`src/common/uart_params.svh`:
```
//****************************************
// uart parameters
// frame width, baud divisor width and FIFO
// depth shared by the UART core
//****************************************
`ifndef UART_PARAMS_SVH
`define UART_PARAMS_SVH

//****************************************
// frame format
//****************************************

// data bits carried in every frame
`define UART_DATA_BITS 8

//****************************************
// timing and buffering
//****************************************

// width of the clock cycles per bit divisor
`define UART_BAUD_DIV_W 16

// entries in each of the tx and rx FIFOs as a power of two
`define UART_FIFO_DEPTH 4

`endif
```
`src/common/uart_pkg.sv`:
```
//****************************************
// uart package
// state encodings of the two UART engines
// and the word kept in the receive FIFO
//****************************************
`include "uart_params.svh"

package uart_pkg;

    //****************************************
    // state machines
    //****************************************

    // one transmit state per frame section
    typedef enum logic [1:0] {
        tx_st_idle,
        tx_st_start,
        tx_st_data,
        tx_st_stop
    } uart_tx_state_e;

    // receive states where start is the half bit check
    typedef enum logic [1:0] {
        rx_st_idle,
        rx_st_start,
        rx_st_data,
        rx_st_stop
    } uart_rx_state_e;

    //****************************************
    // receive payload
    //****************************************

    // one received byte and its stop bit status
    typedef struct packed {
        logic [`UART_DATA_BITS-1:0] data;
        logic                       frame_err;
    } uart_rx_word_t;

endpackage

```
`src/source/uart_top.sv`:
```
//****************************************
// uart top
// transmit and receive FIFOs in front of
// the two UART engines
//****************************************
`include "uart_params.svh"

module uart_top (
    input  logic                        clk,
    input  logic                        rst_n,

    // static configuration
    input  logic [`UART_BAUD_DIV_W-1:0] baud_div_i,
    input  logic                        two_stop_bits_i,

    // host transmit port
    input  logic [`UART_DATA_BITS-1:0]  tx_data_i,
    input  logic                        tx_valid_i,
    output logic                        tx_ready_o,

    // host receive port
    output logic [`UART_DATA_BITS-1:0]  rx_data_o,
    output logic                        rx_frame_err_o,
    output logic                        rx_valid_o,
    input  logic                        rx_ready_i,
    output logic                        rx_overrun_o,

    // serial pins
    input  logic                        rx_pin_i,
    output logic                        tx_pin_o
);

    import uart_pkg::*;

    logic [`UART_DATA_BITS-1:0] tx_fifo_data;
    logic                       tx_fifo_valid;
    logic                       tx_fifo_ready;

    uart_rx_word_t              rx_word;
    logic                       rx_word_valid;
    logic                       rx_word_ready;
    uart_rx_word_t              rx_fifo_word;

    //****************************************
    // transmit path
    //****************************************

    sync_fifo #(
        .payload_t (logic [`UART_DATA_BITS-1:0]),
        .DEPTH     (`UART_FIFO_DEPTH)
    ) u_tx_fifo (
        .clk        (clk),
        .rst_n      (rst_n),
        .wr_data_i  (tx_data_i),
        .wr_valid_i (tx_valid_i),
        .wr_ready_o (tx_ready_o),
        .rd_data_o  (tx_fifo_data),
        .rd_valid_o (tx_fifo_valid),
        .rd_ready_i (tx_fifo_ready)
    );

    uart_tx u_uart_tx (
        .clk             (clk),
        .rst_n           (rst_n),
        .tx_data_i       (tx_fifo_data),
        .baud_div_i      (baud_div_i),
        .two_stop_bits_i (two_stop_bits_i),
        .valid_i         (tx_fifo_valid),
        .ready_o         (tx_fifo_ready),
        .tx_pin_o        (tx_pin_o)
    );

    //****************************************
    // receive path
    //****************************************

    uart_rx u_uart_rx (
        .clk          (clk),
        .rst_n        (rst_n),
        .rx_pin_i     (rx_pin_i),
        .baud_div_i   (baud_div_i),
        .word_o       (rx_word),
        .word_valid_o (rx_word_valid),
        .word_ready_i (rx_word_ready),
        .overrun_o    (rx_overrun_o)
    );

    sync_fifo #(
        .payload_t (uart_rx_word_t),
        .DEPTH     (`UART_FIFO_DEPTH)
    ) u_rx_fifo (
        .clk        (clk),
        .rst_n      (rst_n),
        .wr_data_i  (rx_word),
        .wr_valid_i (rx_word_valid),
        .wr_ready_o (rx_word_ready),
        .rd_data_o  (rx_fifo_word),
        .rd_valid_o (rx_valid_o),
        .rd_ready_i (rx_ready_i)
    );

    // split the stored word for the host
    assign rx_data_o      = rx_fifo_word.data;
    assign rx_frame_err_o = rx_fifo_word.frame_err;

endmodule

```
`src/uart_rx/uart_rx.sv`:
```
//****************************************
// uart receiver
// synchronizes the line, confirms the start
// bit, samples data at mid-bit and checks
// the stop bit before pushing a word
//****************************************
`include "uart_params.svh"

module uart_rx (
    input  logic                        clk,
    input  logic                        rst_n,
    input  logic                        rx_pin_i,
    input  logic [`UART_BAUD_DIV_W-1:0] baud_div_i,
    output uart_pkg::uart_rx_word_t     word_o,
    output logic                        word_valid_o,
    input  logic                        word_ready_i,
    output logic                        overrun_o
);

    import uart_pkg::*;

    localparam int IDX_W = $clog2(`UART_DATA_BITS);

    logic [1:0]                  sync_q;
    logic                        rx_s;

    uart_rx_state_e              state_q, state_d;
    logic [`UART_BAUD_DIV_W-1:0] baud_cnt_q, baud_cnt_d;
    logic [IDX_W-1:0]            idx_q, idx_d;
    logic [`UART_DATA_BITS-1:0]  data_q, data_d;
    logic                        tick;
    logic                        push;

    uart_rx_word_t               word_q;
    logic                        valid_q;

    //****************************************
    // input synchronizer
    //****************************************

    always_ff @(posedge clk or negedge rst_n) begin
        if (!rst_n) begin
            sync_q <= 2'b11;
        end else begin
            sync_q <= {sync_q[0], rx_pin_i};
        end
    end

    assign rx_s = sync_q[1];

    //****************************************
    // receive state machine
    //****************************************

    assign tick = (baud_cnt_q == `UART_BAUD_DIV_W'(1));

    always_comb begin
        state_d    = state_q;
        baud_cnt_d = baud_cnt_q;
        idx_d      = idx_q;
        data_d     = data_q;
        push       = 1'b0;

        if (state_q != rx_st_idle) begin
            baud_cnt_d = baud_cnt_q - 1'b1;
        end

        case (state_q)
            rx_st_idle: begin
                // a falling edge is trusted only after half a bit
                if (!rx_s) begin
                    baud_cnt_d = baud_div_i >> 1;
                    state_d    = rx_st_start;
                end
            end
            rx_st_start: begin
                if (tick) begin
                    if (!rx_s) begin
                        baud_cnt_d = baud_div_i;
                        idx_d      = '0;
                        state_d    = rx_st_data;
                    end else begin
                        // glitch rather than a start bit
                        state_d = rx_st_idle;
                    end
                end
            end
            rx_st_data: begin
                if (tick) begin
                    // LSB arrives first
                    data_d     = {rx_s, data_q[`UART_DATA_BITS-1:1]};
                    baud_cnt_d = baud_div_i;
                    idx_d      = idx_q + 1'b1;
                    if (idx_q == IDX_W'(`UART_DATA_BITS - 1)) begin
                        state_d = rx_st_stop;
                    end
                end
            end
            rx_st_stop: begin
                if (tick) begin
                    push    = 1'b1;
                    state_d = rx_st_idle;
                end
            end
            default: begin
                state_d = rx_st_idle;
            end
        endcase
    end

    always_ff @(posedge clk or negedge rst_n) begin
        if (!rst_n) begin
            state_q    <= rx_st_idle;
            baud_cnt_q <= '0;
            idx_q      <= '0;
            valid_q    <= 1'b0;
        end else begin
            state_q    <= state_d;
            baud_cnt_q <= baud_cnt_d;
            idx_q      <= idx_d;
            valid_q    <= push;
        end
    end

    // shift register and the outgoing word
    always_ff @(posedge clk) begin
        data_q <= data_d;
        if (push) begin
            word_q.data      <= data_q;
            word_q.frame_err <= !rx_s;
        end
    end

    //****************************************
    // output push
    //****************************************

    assign word_o       = word_q;
    assign word_valid_o = valid_q;

    // a full FIFO loses the word since the push never waits
    assign overrun_o = valid_q && !word_ready_i;

endmodule

```
`src/uart_tx/uart_tx.sv`:
```
//****************************************
// uart transmitter
// sends start bit, eight data bits LSB
// first and one or two stop bits per byte
//****************************************
`include "uart_params.svh"

module uart_tx (
    input  logic                        clk,
    input  logic                        rst_n,
    input  logic [`UART_DATA_BITS-1:0]  tx_data_i,
    input  logic [`UART_BAUD_DIV_W-1:0] baud_div_i,
    input  logic                        two_stop_bits_i,
    input  logic                        valid_i,
    output logic                        ready_o,
    output logic                        tx_pin_o
);

    import uart_pkg::*;

    // start bit plus data bits
    localparam int SHIFT_W = `UART_DATA_BITS + 1;
    // wide enough for the longest frame
    localparam int CNT_W   = $clog2(`UART_DATA_BITS + 4);

    uart_tx_state_e              state_q, state_d;
    logic [`UART_BAUD_DIV_W-1:0] baud_cnt_q, baud_cnt_d;
    logic [CNT_W-1:0]            bit_cnt_q, bit_cnt_d;
    logic [SHIFT_W-1:0]          shift_q, shift_d;
    logic [CNT_W-1:0]            frame_len;
    logic [CNT_W-1:0]            stop_mark;
    logic                        bit_done;

    //****************************************
    // frame shape
    //****************************************

    // bits left in the frame, and the count at the last data bit
    assign frame_len = two_stop_bits_i ? CNT_W'(`UART_DATA_BITS + 3)
                                       : CNT_W'(`UART_DATA_BITS + 2);
    assign stop_mark = two_stop_bits_i ? CNT_W'(3) : CNT_W'(2);

    assign bit_done = (baud_cnt_q == `UART_BAUD_DIV_W'(1));

    //****************************************
    // next state
    //****************************************

    always_comb begin
        state_d    = state_q;
        baud_cnt_d = baud_cnt_q;
        bit_cnt_d  = bit_cnt_q;
        shift_d    = shift_q;

        // common bit timing for every busy state
        if (state_q != tx_st_idle) begin
            if (bit_done) begin
                baud_cnt_d = baud_div_i;
                bit_cnt_d  = bit_cnt_q - 1'b1;
                shift_d    = {1'b1, shift_q[SHIFT_W-1:1]};
            end else begin
                baud_cnt_d = baud_cnt_q - 1'b1;
            end
        end

        case (state_q)
            tx_st_idle: begin
                // byte taken on the accepting edge
                if (valid_i) begin
                    shift_d    = {tx_data_i, 1'b0};
                    bit_cnt_d  = frame_len;
                    baud_cnt_d = baud_div_i;
                    state_d    = tx_st_start;
                end
            end
            tx_st_start: begin
                if (bit_done) begin
                    state_d = tx_st_data;
                end
            end
            tx_st_data: begin
                if (bit_done && (bit_cnt_q == stop_mark)) begin
                    state_d = tx_st_stop;
                end
            end
            tx_st_stop: begin
                if (bit_done && (bit_cnt_q == CNT_W'(1))) begin
                    state_d = tx_st_idle;
                end
            end
            default: begin
                state_d = tx_st_idle;
            end
        endcase
    end

    always_ff @(posedge clk or negedge rst_n) begin
        if (!rst_n) begin
            state_q    <= tx_st_idle;
            baud_cnt_q <= '0;
            bit_cnt_q  <= '0;
            // all ones keeps the line idle high
            shift_q    <= '1;
        end else begin
            state_q    <= state_d;
            baud_cnt_q <= baud_cnt_d;
            bit_cnt_q  <= bit_cnt_d;
            shift_q    <= shift_d;
        end
    end

    assign ready_o  = (state_q == tx_st_idle);
    assign tx_pin_o = shift_q[0];

endmodule

```
`src/source/sync_fifo.sv`:
```
//****************************************
// sync fifo
// single clock circular buffer with a
// valid/ready port on each side
//****************************************
module sync_fifo #(
    parameter type payload_t = logic [7:0],
    parameter int  DEPTH     = 4
) (
    input  logic     clk,
    input  logic     rst_n,
    input  payload_t wr_data_i,
    input  logic     wr_valid_i,
    output logic     wr_ready_o,
    output payload_t rd_data_o,
    output logic     rd_valid_o,
    input  logic     rd_ready_i
);

    localparam int AW = $clog2(DEPTH);

    // entry storage
    payload_t    mem [DEPTH];

    // pointers carry one extra wrap bit
    logic [AW:0] wr_ptr_q;
    logic [AW:0] rd_ptr_q;

    logic        empty;
    logic        full;
    logic        wr_fire;
    logic        rd_fire;

    //****************************************
    // status
    //****************************************

    assign empty = (wr_ptr_q == rd_ptr_q);
    assign full  = (wr_ptr_q[AW] != rd_ptr_q[AW]) &&
                   (wr_ptr_q[AW-1:0] == rd_ptr_q[AW-1:0]);

    // a read in the same cycle makes room for a write
    assign wr_ready_o = !full || rd_ready_i;
    assign rd_valid_o = !empty;
    assign rd_data_o  = mem[rd_ptr_q[AW-1:0]];

    assign wr_fire = wr_valid_i && wr_ready_o;
    assign rd_fire = rd_valid_o && rd_ready_i;

    //****************************************
    // storage and pointers
    //****************************************

    always_ff @(posedge clk) begin
        if (wr_fire) begin
            mem[wr_ptr_q[AW-1:0]] <= wr_data_i;
        end
    end

    always_ff @(posedge clk or negedge rst_n) begin
        if (!rst_n) begin
            wr_ptr_q <= '0;
            rd_ptr_q <= '0;
        end else begin
            if (wr_fire) begin
                wr_ptr_q <= wr_ptr_q + 1'b1;
            end
            if (rd_fire) begin
                rd_ptr_q <= rd_ptr_q + 1'b1;
            end
        end
    end

endmodule

```
`config.mk`:
```
export PLATFORM = sky130hd
export DESIGN_NAME = uart_top
export DESIGN_NICKNAME = d
export VERILOG_FILES = /design/src/common/uart_pkg.sv /design/src/source/uart_top.sv /design/src/uart_rx/uart_rx.sv /design/src/uart_tx/uart_tx.sv /design/src/source/sync_fifo.sv
export VERILOG_INCLUDE_DIRS = /design/src /design/src/common
export SDC_FILE = /design/constraint.sdc
export NUM_CORES = 1
export LEC_CHECK = 0
export ABC_AREA = 1
export CORE_MARGIN = 2
export CORE_UTILIZATION = 50
export DETAILED_ROUTE_END_ITERATION = 10
export DONT_BUFFER_PORTS = 1
export GPL_TIMING_DRIVEN = 0
export SLEW_MARGIN = 20
export SYNTH_ARGS = -nofsm -noshare
export SYNTH_HDL_FRONTEND = slang
export SYNTH_SLANG_ARGS = --single-unit
```
`constraint.sdc`:
```
create_clock -name clk -period 2.6 [get_ports clk]
set_input_delay 0.26 -clock clk [delete_from_list [all_inputs] [get_ports clk]]
set_output_delay 0.26 -clock clk [all_outputs]
set_load 0.02 [all_outputs]
```
==> flow_summary.ini, run 1 <==
[global_route]
grt_pass1_wl_mm = 30.3
antenna_found_initial = 0
grt_start_max_net_pins = 68
grt_usage_pct = 23.8
grt_pass1_vias = 5983
grt-ovfl-total = 0

[cts]
clk_pin_slew_ns = 0.07
insertion_delay_ns = 0.43
clockBufferDepth = 2
post-cts-setup-buffer-count = 0
htreeDepth = 4
cts_tree = done
cts_made_buffers = 17
cts.sinks = 152
clockRootBuffer = clkbuf_16

[cells_and_area]
drive_gt1_share_pct = 11.3
syn_to_final_growth_pct = 14.2
nets = 948
finish.utilization_pct = 58.6
antenna_cells = 0

[floorplan]
design.die.area_mm2 = 0.0167
initial_utilization_pct = 51.3
rows = 45
coreArea_mm2 = 0.0153
ios = 43
die_height_um = 129
die_w_um = 129

[timing]
slew_viol_final = 0
grt_setup_unrepaired = false
period_needed_ns = 2.42
timing.final.crit_share_pct = 93.0
finalWorstSetupSlack_ns = 0.183
worstMarginPinSlew_ns = 1.05
hold_viol = 0
fmax_mhz = 414
setup_viol = 0
clock-skew-final_ns = 0.0123
slew_headroom_pct = 29.4

[pwr]
leakage_nw = 3.79
finalPower_w = 0.0100
vdd_drop_max_mv = 0.863
p_per_area_mw_per_mm2 = 1120

[critical_path]
cp.required_ns = 2.66
cp.arrival_ns = 2.47
crit_fanout = 9
crit_type = reg -> reg
crit_path_cell_trace = inv_1 -> ha_1 -> clkbuf_1 -> nor2_1 -> nand2_1 -> nand2_1 -> nor2_2
crit_path_top_delay_cell = nor2_2
crit_path_start_kind = flip-flop
cpMostUsedCell = nand2_1
max_stage_delay_ns = 0.51
reg2reg_depth = 7
worst_setup_path_end_kind = flip-flop

[synth]
synth-edff-count = 85
yosys-top-cells-area = edfxtp_1 33%, dfrtp_1 18%, nand2_1 8.9%
synth_top_cell_area_share_pct = 32.6
synth_xor_area_share_pct = 2.35
yosys.area_share.simple_pct = 23.1
seq_area_frac_synth_pct = 54.2
synth_top_family_by_area = simple AND/OR/NAND/NOR gates
synthCells = 857
yosys-mux-area-fraction_pct = 0
syn_area_per_cell_um2 = 9.14
synthAdderAreaFrac_pct = 3.51
synth_area_mm2 = 0.00783
synth-compound-area-share_pct = 11.0
yosysWarnings = 0
yosys_register_bits = 152
async_reset_ff_share_pct = 44.1
synth_fp_nets = 909
ys.flop_type = edfxtp_1
synth_cell_types = 44
yosysTopAreaCell = edfxtp_1

[drt]
viasPerCell = 5.59
drc = 0
vias = 6264
ant_nets = 0
wirelength_mm = 19.2
wl_per_cell_um = 17.1
drt_iter0_markers = 447
first_pass_iters = 6

[place]
portBuffers = 0
dp_hpwl_mm = 13.3
place_ws_ns = -0.0364
gp_congestion = 0.938

[min_path]
min_path_cells = 2
min_path_type = in -> reg

[flow_run]
maxCapViolations = 0

[outcome]
status = finished, final reports clean
[metal layers]
layer  global-route usage, %  wire [µm]
met5                       0          0
met4                    7.80        292
met3                    6.40       1260
met2                    38.3       9170
met1                    31.6       8470
[synthesized netlist by cell type (11+ instances only)]
library cell  number
ha_1              22
nand2_1          185
dfstp_2           11
nor2_1           107
inv_1             77
dfrtp_1           56
nand3_1           64
o21ai_0           66
nand4_1           16
xor2_1            15
o211ai_1          19
edfxtp_1          85
o22ai_1           17
a21oi_1           14
[state kept, by name, indices dropped and copies added (netlist names), named ones only]
| signal | cells |
|---|---|
| u_uart_tx.baud_cnt_q | 16 |
| u_uart_tx.shift_q | 9 |
| u_uart_rx.data_q | 8 |
| u_rx_fifo.rd_ptr_q | 3 |
| u_tx_fifo.mem | 32 |
| u_uart_rx.baud_cnt_q | 16 |
| u_uart_rx.sync_q | 2 |
| u_uart_rx.state_q | 1 |
| u_tx_fifo.rd_ptr_q | 3 |
| u_uart_rx.idx_q | 3 |
| u_rx_fifo.wr_ptr_q | 3 |
| u_tx_fifo.wr_ptr_q | 3 |
| u_uart_tx.bit_cnt_q | 4 |
| u_rx_fifo.mem | 36 |
| u_uart_rx.word_o | 9 |
| u_uart_tx.state_q | 2 |
| u_uart_rx.word_valid_o | 1 |
[area by class of cell]
| type | count | area, µm² |
|---|---|---|
| fillers | 1314 | 6320 |
| flip-flops and latches | 152 | 4240 |
| multi-input cells | 593 | 3140 |
| clock buffers | 19 | 443 |
| inverters | 89 | 337 |
| well taps | 211 | 264 |
| repair buffers | 21 | 228 |
| clock inverters | 13 | 166 |
| plain buffers | 22 | 120 |
[worst max-delay path: cells and delay by family (launching register included)]
family	cells	cell delay (ns)
adders and majority gates	1	0.14
DFF	1	0.41
and+or+nand+nor	4	1.06
buffers and inverters	2	0.43
[logic make-up after synthesis]
group           after synthesis
flops                       152
simple gates                409
buf+inv                     112
compound gates              141
xor+xnor                     21
fa+ha+maj                    22
[stage by stage]
stage | setup TNS, ns | instances | instance area (µm²) | hold WS (ns)
2_1_floorplan | 0 | 857 | 7830 | -0.0356
3_3_place_gp | 0 | 1068 | 8100 | -0.0323
3_5_place_dp | -0.288 | 1068 | 8100 | -0.0322
4_1_cts | 0 | 1120 | 8930 | 0.00142
5_1_grt | 0 | 1120 | 8940 | 0.00395
6_report | 0 | 1120 | 8940 | 0.00516
[final timing paths]
| kind | startpoint | to | slack [ns] |
|---|---|---|---|
| worst max-delay path | u_uart_tx.state_q[0] | u_tx_fifo.mem[3][1] | 0.18 |
| worst min-delay path | baud_div_i[11] | u_uart_rx.baud_cnt_q[10] | 0.005 |
| max in group asynchronous | rst_n | u_uart_tx.shift_q[8] | 1.85 |
| worst min register to register | u_uart_rx.sync_q[0] | u_uart_rx.sync_q[1] | 0.36 |
| worst max register to register | u_uart_tx.state_q[0] | u_tx_fifo.mem[3][1] | 0.18 |
| min in group asynchronous | rst_n | u_uart_rx.state_q[0] | 0.41 |
[power by group]
| part | internal, W | switching [W] |
|---|---|---|
| Sequential | 0.00313 | 0.000390 |
| Combinational | 0.00129 | 0.00266 |
| Clock | 0.00155 | 0.000999 |
[cells in the final DEF (no fill, tap or decap), drive strengths merged]
cell | synthesis | final
o22ai | 17 | 17
nor2 | 118 | 118
clkinv | 2 | 8
a211oi | 1 | 1
and2 | 1 | 1
clkbuf | 9 | 27
o2111ai | 1 | 1
dfstp | 11 | 11
dfrtp | 56 | 56
o21bai | 1 | 1
a21oi | 15 | 15
xor2 | 15 | 15
or3 | 1 | 1
buf | 14 | 15
nand2 | 191 | 191
o31ai | 1 | 1
a22o | 2 | 2
nand4 | 16 | 16
o211ai | 26 | 26
o221ai | 4 | 4
xnor2 | 6 | 6
inv | 87 | 91
or2 | 6 | 6
ha | 22 | 22
bufinv | 0 | 3
o21ai | 73 | 73
nand3 | 67 | 67
edfxtp | 85 | 85
nand3b | 7 | 7
dlygate4sd3 | 0 | 20
nor3 | 2 | 2
[what timing repair did]
| action | CTS | global route |
|---|---|---|
| endpoints found under the setup margin | 11 | 30 |
| resized for setup | 1 | 5 |
| hold endpoints to repair | 111 | 0 |
| hold buffers | 21 | 0 |
Power figures use the tool's default switching activity.
==> run 2, diff against run 1 <==
Settings changed: CORE_UTILIZATION 50 to 30.
==> run 2 against run 1 <==
  * Via count decreased by 3.8%
  * Final cell count increased by 11%
  * Sequential share of layout area decreased by 0.72 points
  * Clock power decreased by 5%
  * Non-clock buffer count increased by 1
  * Fmax decreased by 1.2%
==> flow_summary.ini, run 2 (synthesized netlist as in run 1, its figures left out) <==
[place]
place_area_mm2 = 0.00825
gp_congestion = 0.924
portBuffers = 0
dp_hpwl_mm = 12.9

[global_route]
busiest_layer = met2
use_met3_pct = 4.32
grt_pass1_wl_mm = 30.2
grt_pass1_vias = 5855
grt_start_max_net_pins = 68
grt.met2_usage_pct = 23.7
grt_usage_pct = 14.4
antenna_found_initial = 0
grt-ovfl-total = 0
met1_usage_pct = 18.2

[min_path]
min_path_cells = 2
min_path_type = in -> reg
min_to = u_uart_tx.baud_cnt_q[12]
min_from = baud_div_i[12]

[cells_and_area]
design_area_mm2 = 0.00908
finish.utilization_pct = 35.1
antenna_cells = 0
largest_reg_flops = 36
nets = 949
drive_gt1_share_pct = 11.4
fill_cells = 2615
final_common_cell = nand2_1
syn_to_final_growth_pct = 15.9
most-common-layout-cells = 185 x nand2_1, 102 x nor2_1, 85 x edfxtp_1

[pwr]
p_clk_share_pct = 24.7
p_seq_share_pct = 35.8
p_sw_share_pct = 41.1
vdd_drop_max_mv = 0.643
p_sw_w = 0.00403
p_per_area_mw_per_mm2 = 1080
internal-power_w = 0.00578
combPwrFrac_pct = 39.5
leakage_nw = 3.77
finalPower_w = 0.00981

[cts]
clockRootBuffer = clkbuf_16
insertion_delay_ns = 0.43
cts.sinks = 152
cts_tree = done
clk_pin_slew_ns = 0.06
clockBufferDepth = 2
cts_made_buffers = 17
htreeDepth = 4

[critical_path]
reg2reg_depth = 7
worst_setup_path_end_kind = flip-flop
crit_path_start_kind = flip-flop
cp.arrival_ns = 2.51
r2r_start = u_uart_tx.state_q[0]
rr_endpoint = u_tx_fifo.mem[3][6]
cp.required_ns = 2.66
crit_fanout = 9
rrSetupSlack_ns = 0.15
crit_type = reg -> reg

[timing]
worstMarginPinSlew_ns = 1.00
setup_viol = 0
fmax_mhz = 409
timing.final.crit_share_pct = 94.0
holdWs_ns = 0.0164
slew_headroom_pct = 33.0
clock-skew-final_ns = 0.00961
slew_viol_final = 0
grt_setup_unrepaired = true
period_needed_ns = 2.45
hold_viol = 0

[floorplan]
coreArea_mm2 = 0.0258
rows = 59
design.die.area_mm2 = 0.0274
ios = 43
initial_utilization_pct = 30.3
die_w_um = 166
die_height_um = 166

[drt]
viasPerCell = 4.84
ant_nets = 0
vias = 6023
first_pass_iters = 5
wl_per_cell_um = 15.2
drt_iter0_markers = 440
drc = 0
wirelength_mm = 18.9

[flow_run]
maxCapViolations = 0

[outcome]
status = finished, final reports clean
[run 2: cell count changes in the layout (fill, tap and decap cells not counted), sizes merged]
| cell | previous run | this run |
|---|---|---|
| bufinv | 3 | 0 |
| clkinvlp | 0 | 3 |
| dlygate4sd3 | 20 | 21 |
| clkinv | 8 | 3 |
| inv | 91 | 95 |
| clkbuf | 27 | 28 |
[run 2: how the worst max path moves through the flow]
stage,startpoint,to,slack [ns]
floorplan,u_uart_tx.state_q[0],u_tx_fifo.mem[3][0],0.45
detailed placement,u_uart_tx.state_q[1],u_tx_fifo.mem[3][6],-0.11
CTS,u_uart_tx.state_q[0],u_tx_fifo.mem[0][3],-0.06
finish,u_uart_tx.state_q[0],u_tx_fifo.mem[3][6],0.15
global route,u_uart_tx.state_q[0],u_tx_fifo.mem[3][7],-0.08
global placement,u_uart_tx.state_q[0],u_tx_fifo.mem[3][6],-0.10
[run 2: through the flow]
stage	setup WS [ns]	TNS, ns	std cells
floorplan	0.450	0	857
global placement	-0.103	-0.831	1192
detailed placement	-0.111	-1.12	1192
CTS	-0.0615	-1.05	1245
global route	-0.0773	-1.21	1245
finish	0.155	0	1245
[run 2: layout make-up]
type	count	area (µm²)	area share (%)
sequential	152	4240	46.7
multi-input combinational	593	3140	34.6
clock buffer	20	479	5.28
tap	335	419	4.62
inverter	89	337	3.71
timing repair buffer	22	238	2.62
buffer	22	120	1.32
clock inverter	12	100	1.10
[run 2: power groups by stage]
stage	Combinational (W)	Clock [W]	Sequential, W
5_1_grt	0.00443	0.00257	0.00357
4_1_cts	0.00387	0.00248	0.00350
2_1_floorplan	0.00301	0	0.00345
3_3_place_gp	0.00374	0	0.00355
3_5_place_dp	0.00380	0	0.00355
6_report	0.00388	0.00242	0.00351
[run 2: layer usage]
metal	part of all wire, %	vias to the layer above
li1	-	2990
met1	46	2843
met2	47	156
met3	6.1	34
met4	1.7	0
met5	0	-
[run 2: critical path, stage by stage, from the launching register on]
cell,delay [ns]
dfrtp_1,0.42
inv_1,0.10
ha_1,0.14
clkbuf_1,0.32
nor2_1,0.10
nand2_1,0.23
nand2_1,0.27
nor2_2,0.50
[run 2: timing repair]
| action | in CTS | in global routing |
|---|---|---|
| setup buffers | 0 | 0 |
| hold buffers | 22 | 0 |
| pin swaps | 0 | 0 |
| endpoints found under the setup margin | 28 | 41 |
| cloned | 0 | 0 |
| resized for setup | 2 | 4 |
| hold endpoints to repair | 112 | 0 |
==> run 3, diff against run 2 <==
Settings changed: CORE_MARGIN 2 to unset, HOLD_SLACK_MARGIN set to 0.1.
==> run 3 against run 2 <==
  * Wire length up 3.3%
  * Power up 2.7%
  * Global-route usage up 0.81 points
  * Critical endpoint is now u_tx_fifo.mem[0][3]
==> flow_summary.ini, run 3 (synthesized netlist as in run 1, its figures left out) <==
[min_path]
min_path_type = in -> reg
min_from = baud_div_i[2]

[cells_and_area]
final_common_cell = nand2_1
largest_reg_flops = 36
drive_gt1_share_pct = 11.2
antenna_cells = 0
syn_to_final_growth_pct = 17.0
nets = 955
most-common-layout-cells = 185 x nand2_1, 103 x nor2_1, 85 x edfxtp_1
fill_cells = 2585
design_area_mm2 = 0.00917
instances_no_fill = 1246

[drt]
viasPerCell = 4.85
drc = 0
vias = 6046
ant_nets = 0
wl_per_cell_um = 15.7
drt_iter0_markers = 490
wirelength_mm = 19.5
first_pass_iters = 5

[critical_path]
cp.arrival_ns = 2.50
cp.required_ns = 2.66
worst_setup_path_end_kind = flip-flop
crit_type = reg -> reg
rrSetupSlack_ns = 0.16
worstSetupEndpoint = u_tx_fifo.mem[0][3]
reg2reg_depth = 7
r2r_start = u_uart_tx.state_q[0]
critPathLaunch = u_uart_tx.state_q[0]
crit_path_start_kind = flip-flop
rr_endpoint = u_tx_fifo.mem[0][3]
crit_fanout = 8

[timing]
fmax_mhz = 410
tns_ns = 0
holdWs_ns = 0.109
grt_setup_unrepaired = true
period_needed_ns = 2.44
slew_viol_final = 0
worstMarginPinSlew_ns = 0.977
slew_headroom_pct = 34.6
timing.final.crit_share_pct = 93.8
clock-skew-final_ns = 0.0131
setup_viol = 0
hold_viol = 0

[floorplan]
ios = 43
rows = 58
initial_utilization_pct = 30.8
coreArea_mm2 = 0.0254
die_height_um = 164
design.die.area_mm2 = 0.0268
die_w_um = 164

[place]
dp_cells = 1187
gp_congestion = 0.915
place_area_mm2 = 0.00825
portBuffers = 0
dp_hpwl_mm = 13.2

[global_route]
grt-ovfl-total = 0
grt_start_max_net_pins = 68
grt_usage_pct = 15.2
grt_pass1_vias = 5765
antenna_found_initial = 1
grt_pass1_wl_mm = 31.1

[cts]
htreeDepth = 4
clockBufferDepth = 2
clk_pin_slew_ns = 0.06
post-cts-setup-buffer-count = 0
clockRootBuffer = clkbuf_16
insertion_delay_ns = 0.43
cts.sinks = 152
cts_made_buffers = 17
cts_tree = done

[flow_run]
maxCapViolations = 0

[pwr]
leakage_nw = 3.82
p_per_area_mw_per_mm2 = 1100
vdd_drop_max_mv = 0.576
finalPower_w = 0.0101

[outcome]
status = finished, final reports clean
-- run 3: layout make-up --
class,instances,area (µm²),share of cell area (%)
buffer,22,120,1.31
clock inverter,14,173,1.88
multi-input combinational,593,3150,34.3
sequential,152,4240,46.3
clock buffer,18,439,4.79
timing repair buffer,28,298,3.25
tap,330,413,4.50
inverter,89,337,3.67
-- run 3: what timing repair did --
action                                  4_1_cts  5_1_grt
hold buffers                                 28        0
pin swaps                                     0        0
endpoints found under the hold margin       133        0
endpoints found under the setup margin       16       31
resized for setup                             2        5
-- run 3: worst min path at each step --
stage	end	slack, ns	cells after the start
global route	u_uart_tx.baud_cnt_q[2]	0.12	2
detailed placement	u_uart_rx.baud_cnt_q[11]	-0.03	0
global placement	u_uart_rx.baud_cnt_q[9]	-0.03	0
floorplan	async pin	-0.04	0
CTS	u_uart_tx.baud_cnt_q[2]	0.10	2
finish	u_uart_tx.baud_cnt_q[2]	0.11	2
-- run 3: critical path, stage by stage (launching register included) --
cell      delay, ns
dfrtp_1        0.42
inv_1          0.10
ha_1           0.14
clkbuf_1       0.32
nor2_1         0.10
nand2_1        0.23
nand2_1        0.28
nor2_2         0.48
-- run 3: power breakdown --
group / switching (W) / total, W / internal (W) / leakage (nW)
Sequential: 0.000390 / 0.00352 / 0.00313 / 1.56
Combinational: 0.00262 / 0.00392 / 0.00130 / 1.95
Clock: 0.00114 / 0.00263 / 0.00149 / 0.304
-- run 3: metrics by stage --
stage                     util [%]  setup WS, ns
after global placement        32.5       -0.0803
after global routing          36.1       -0.0195
after CTS                     36.0       0.00775
after floorplan                  -         0.450
final                         36.1         0.161
after detailed placement      32.5       -0.0895
-- run 3: per-layer routing --
layer | GRT usage, % | routed length, µm | part of all wire, %
met5 | 0 | 13 | 0.067
met3 | 3.05 | 934 | 4.8
met2 | 24.9 | 9280 | 48
met1 | 19.9 | 8930 | 46
met4 | 5.43 | 372 | 1.9
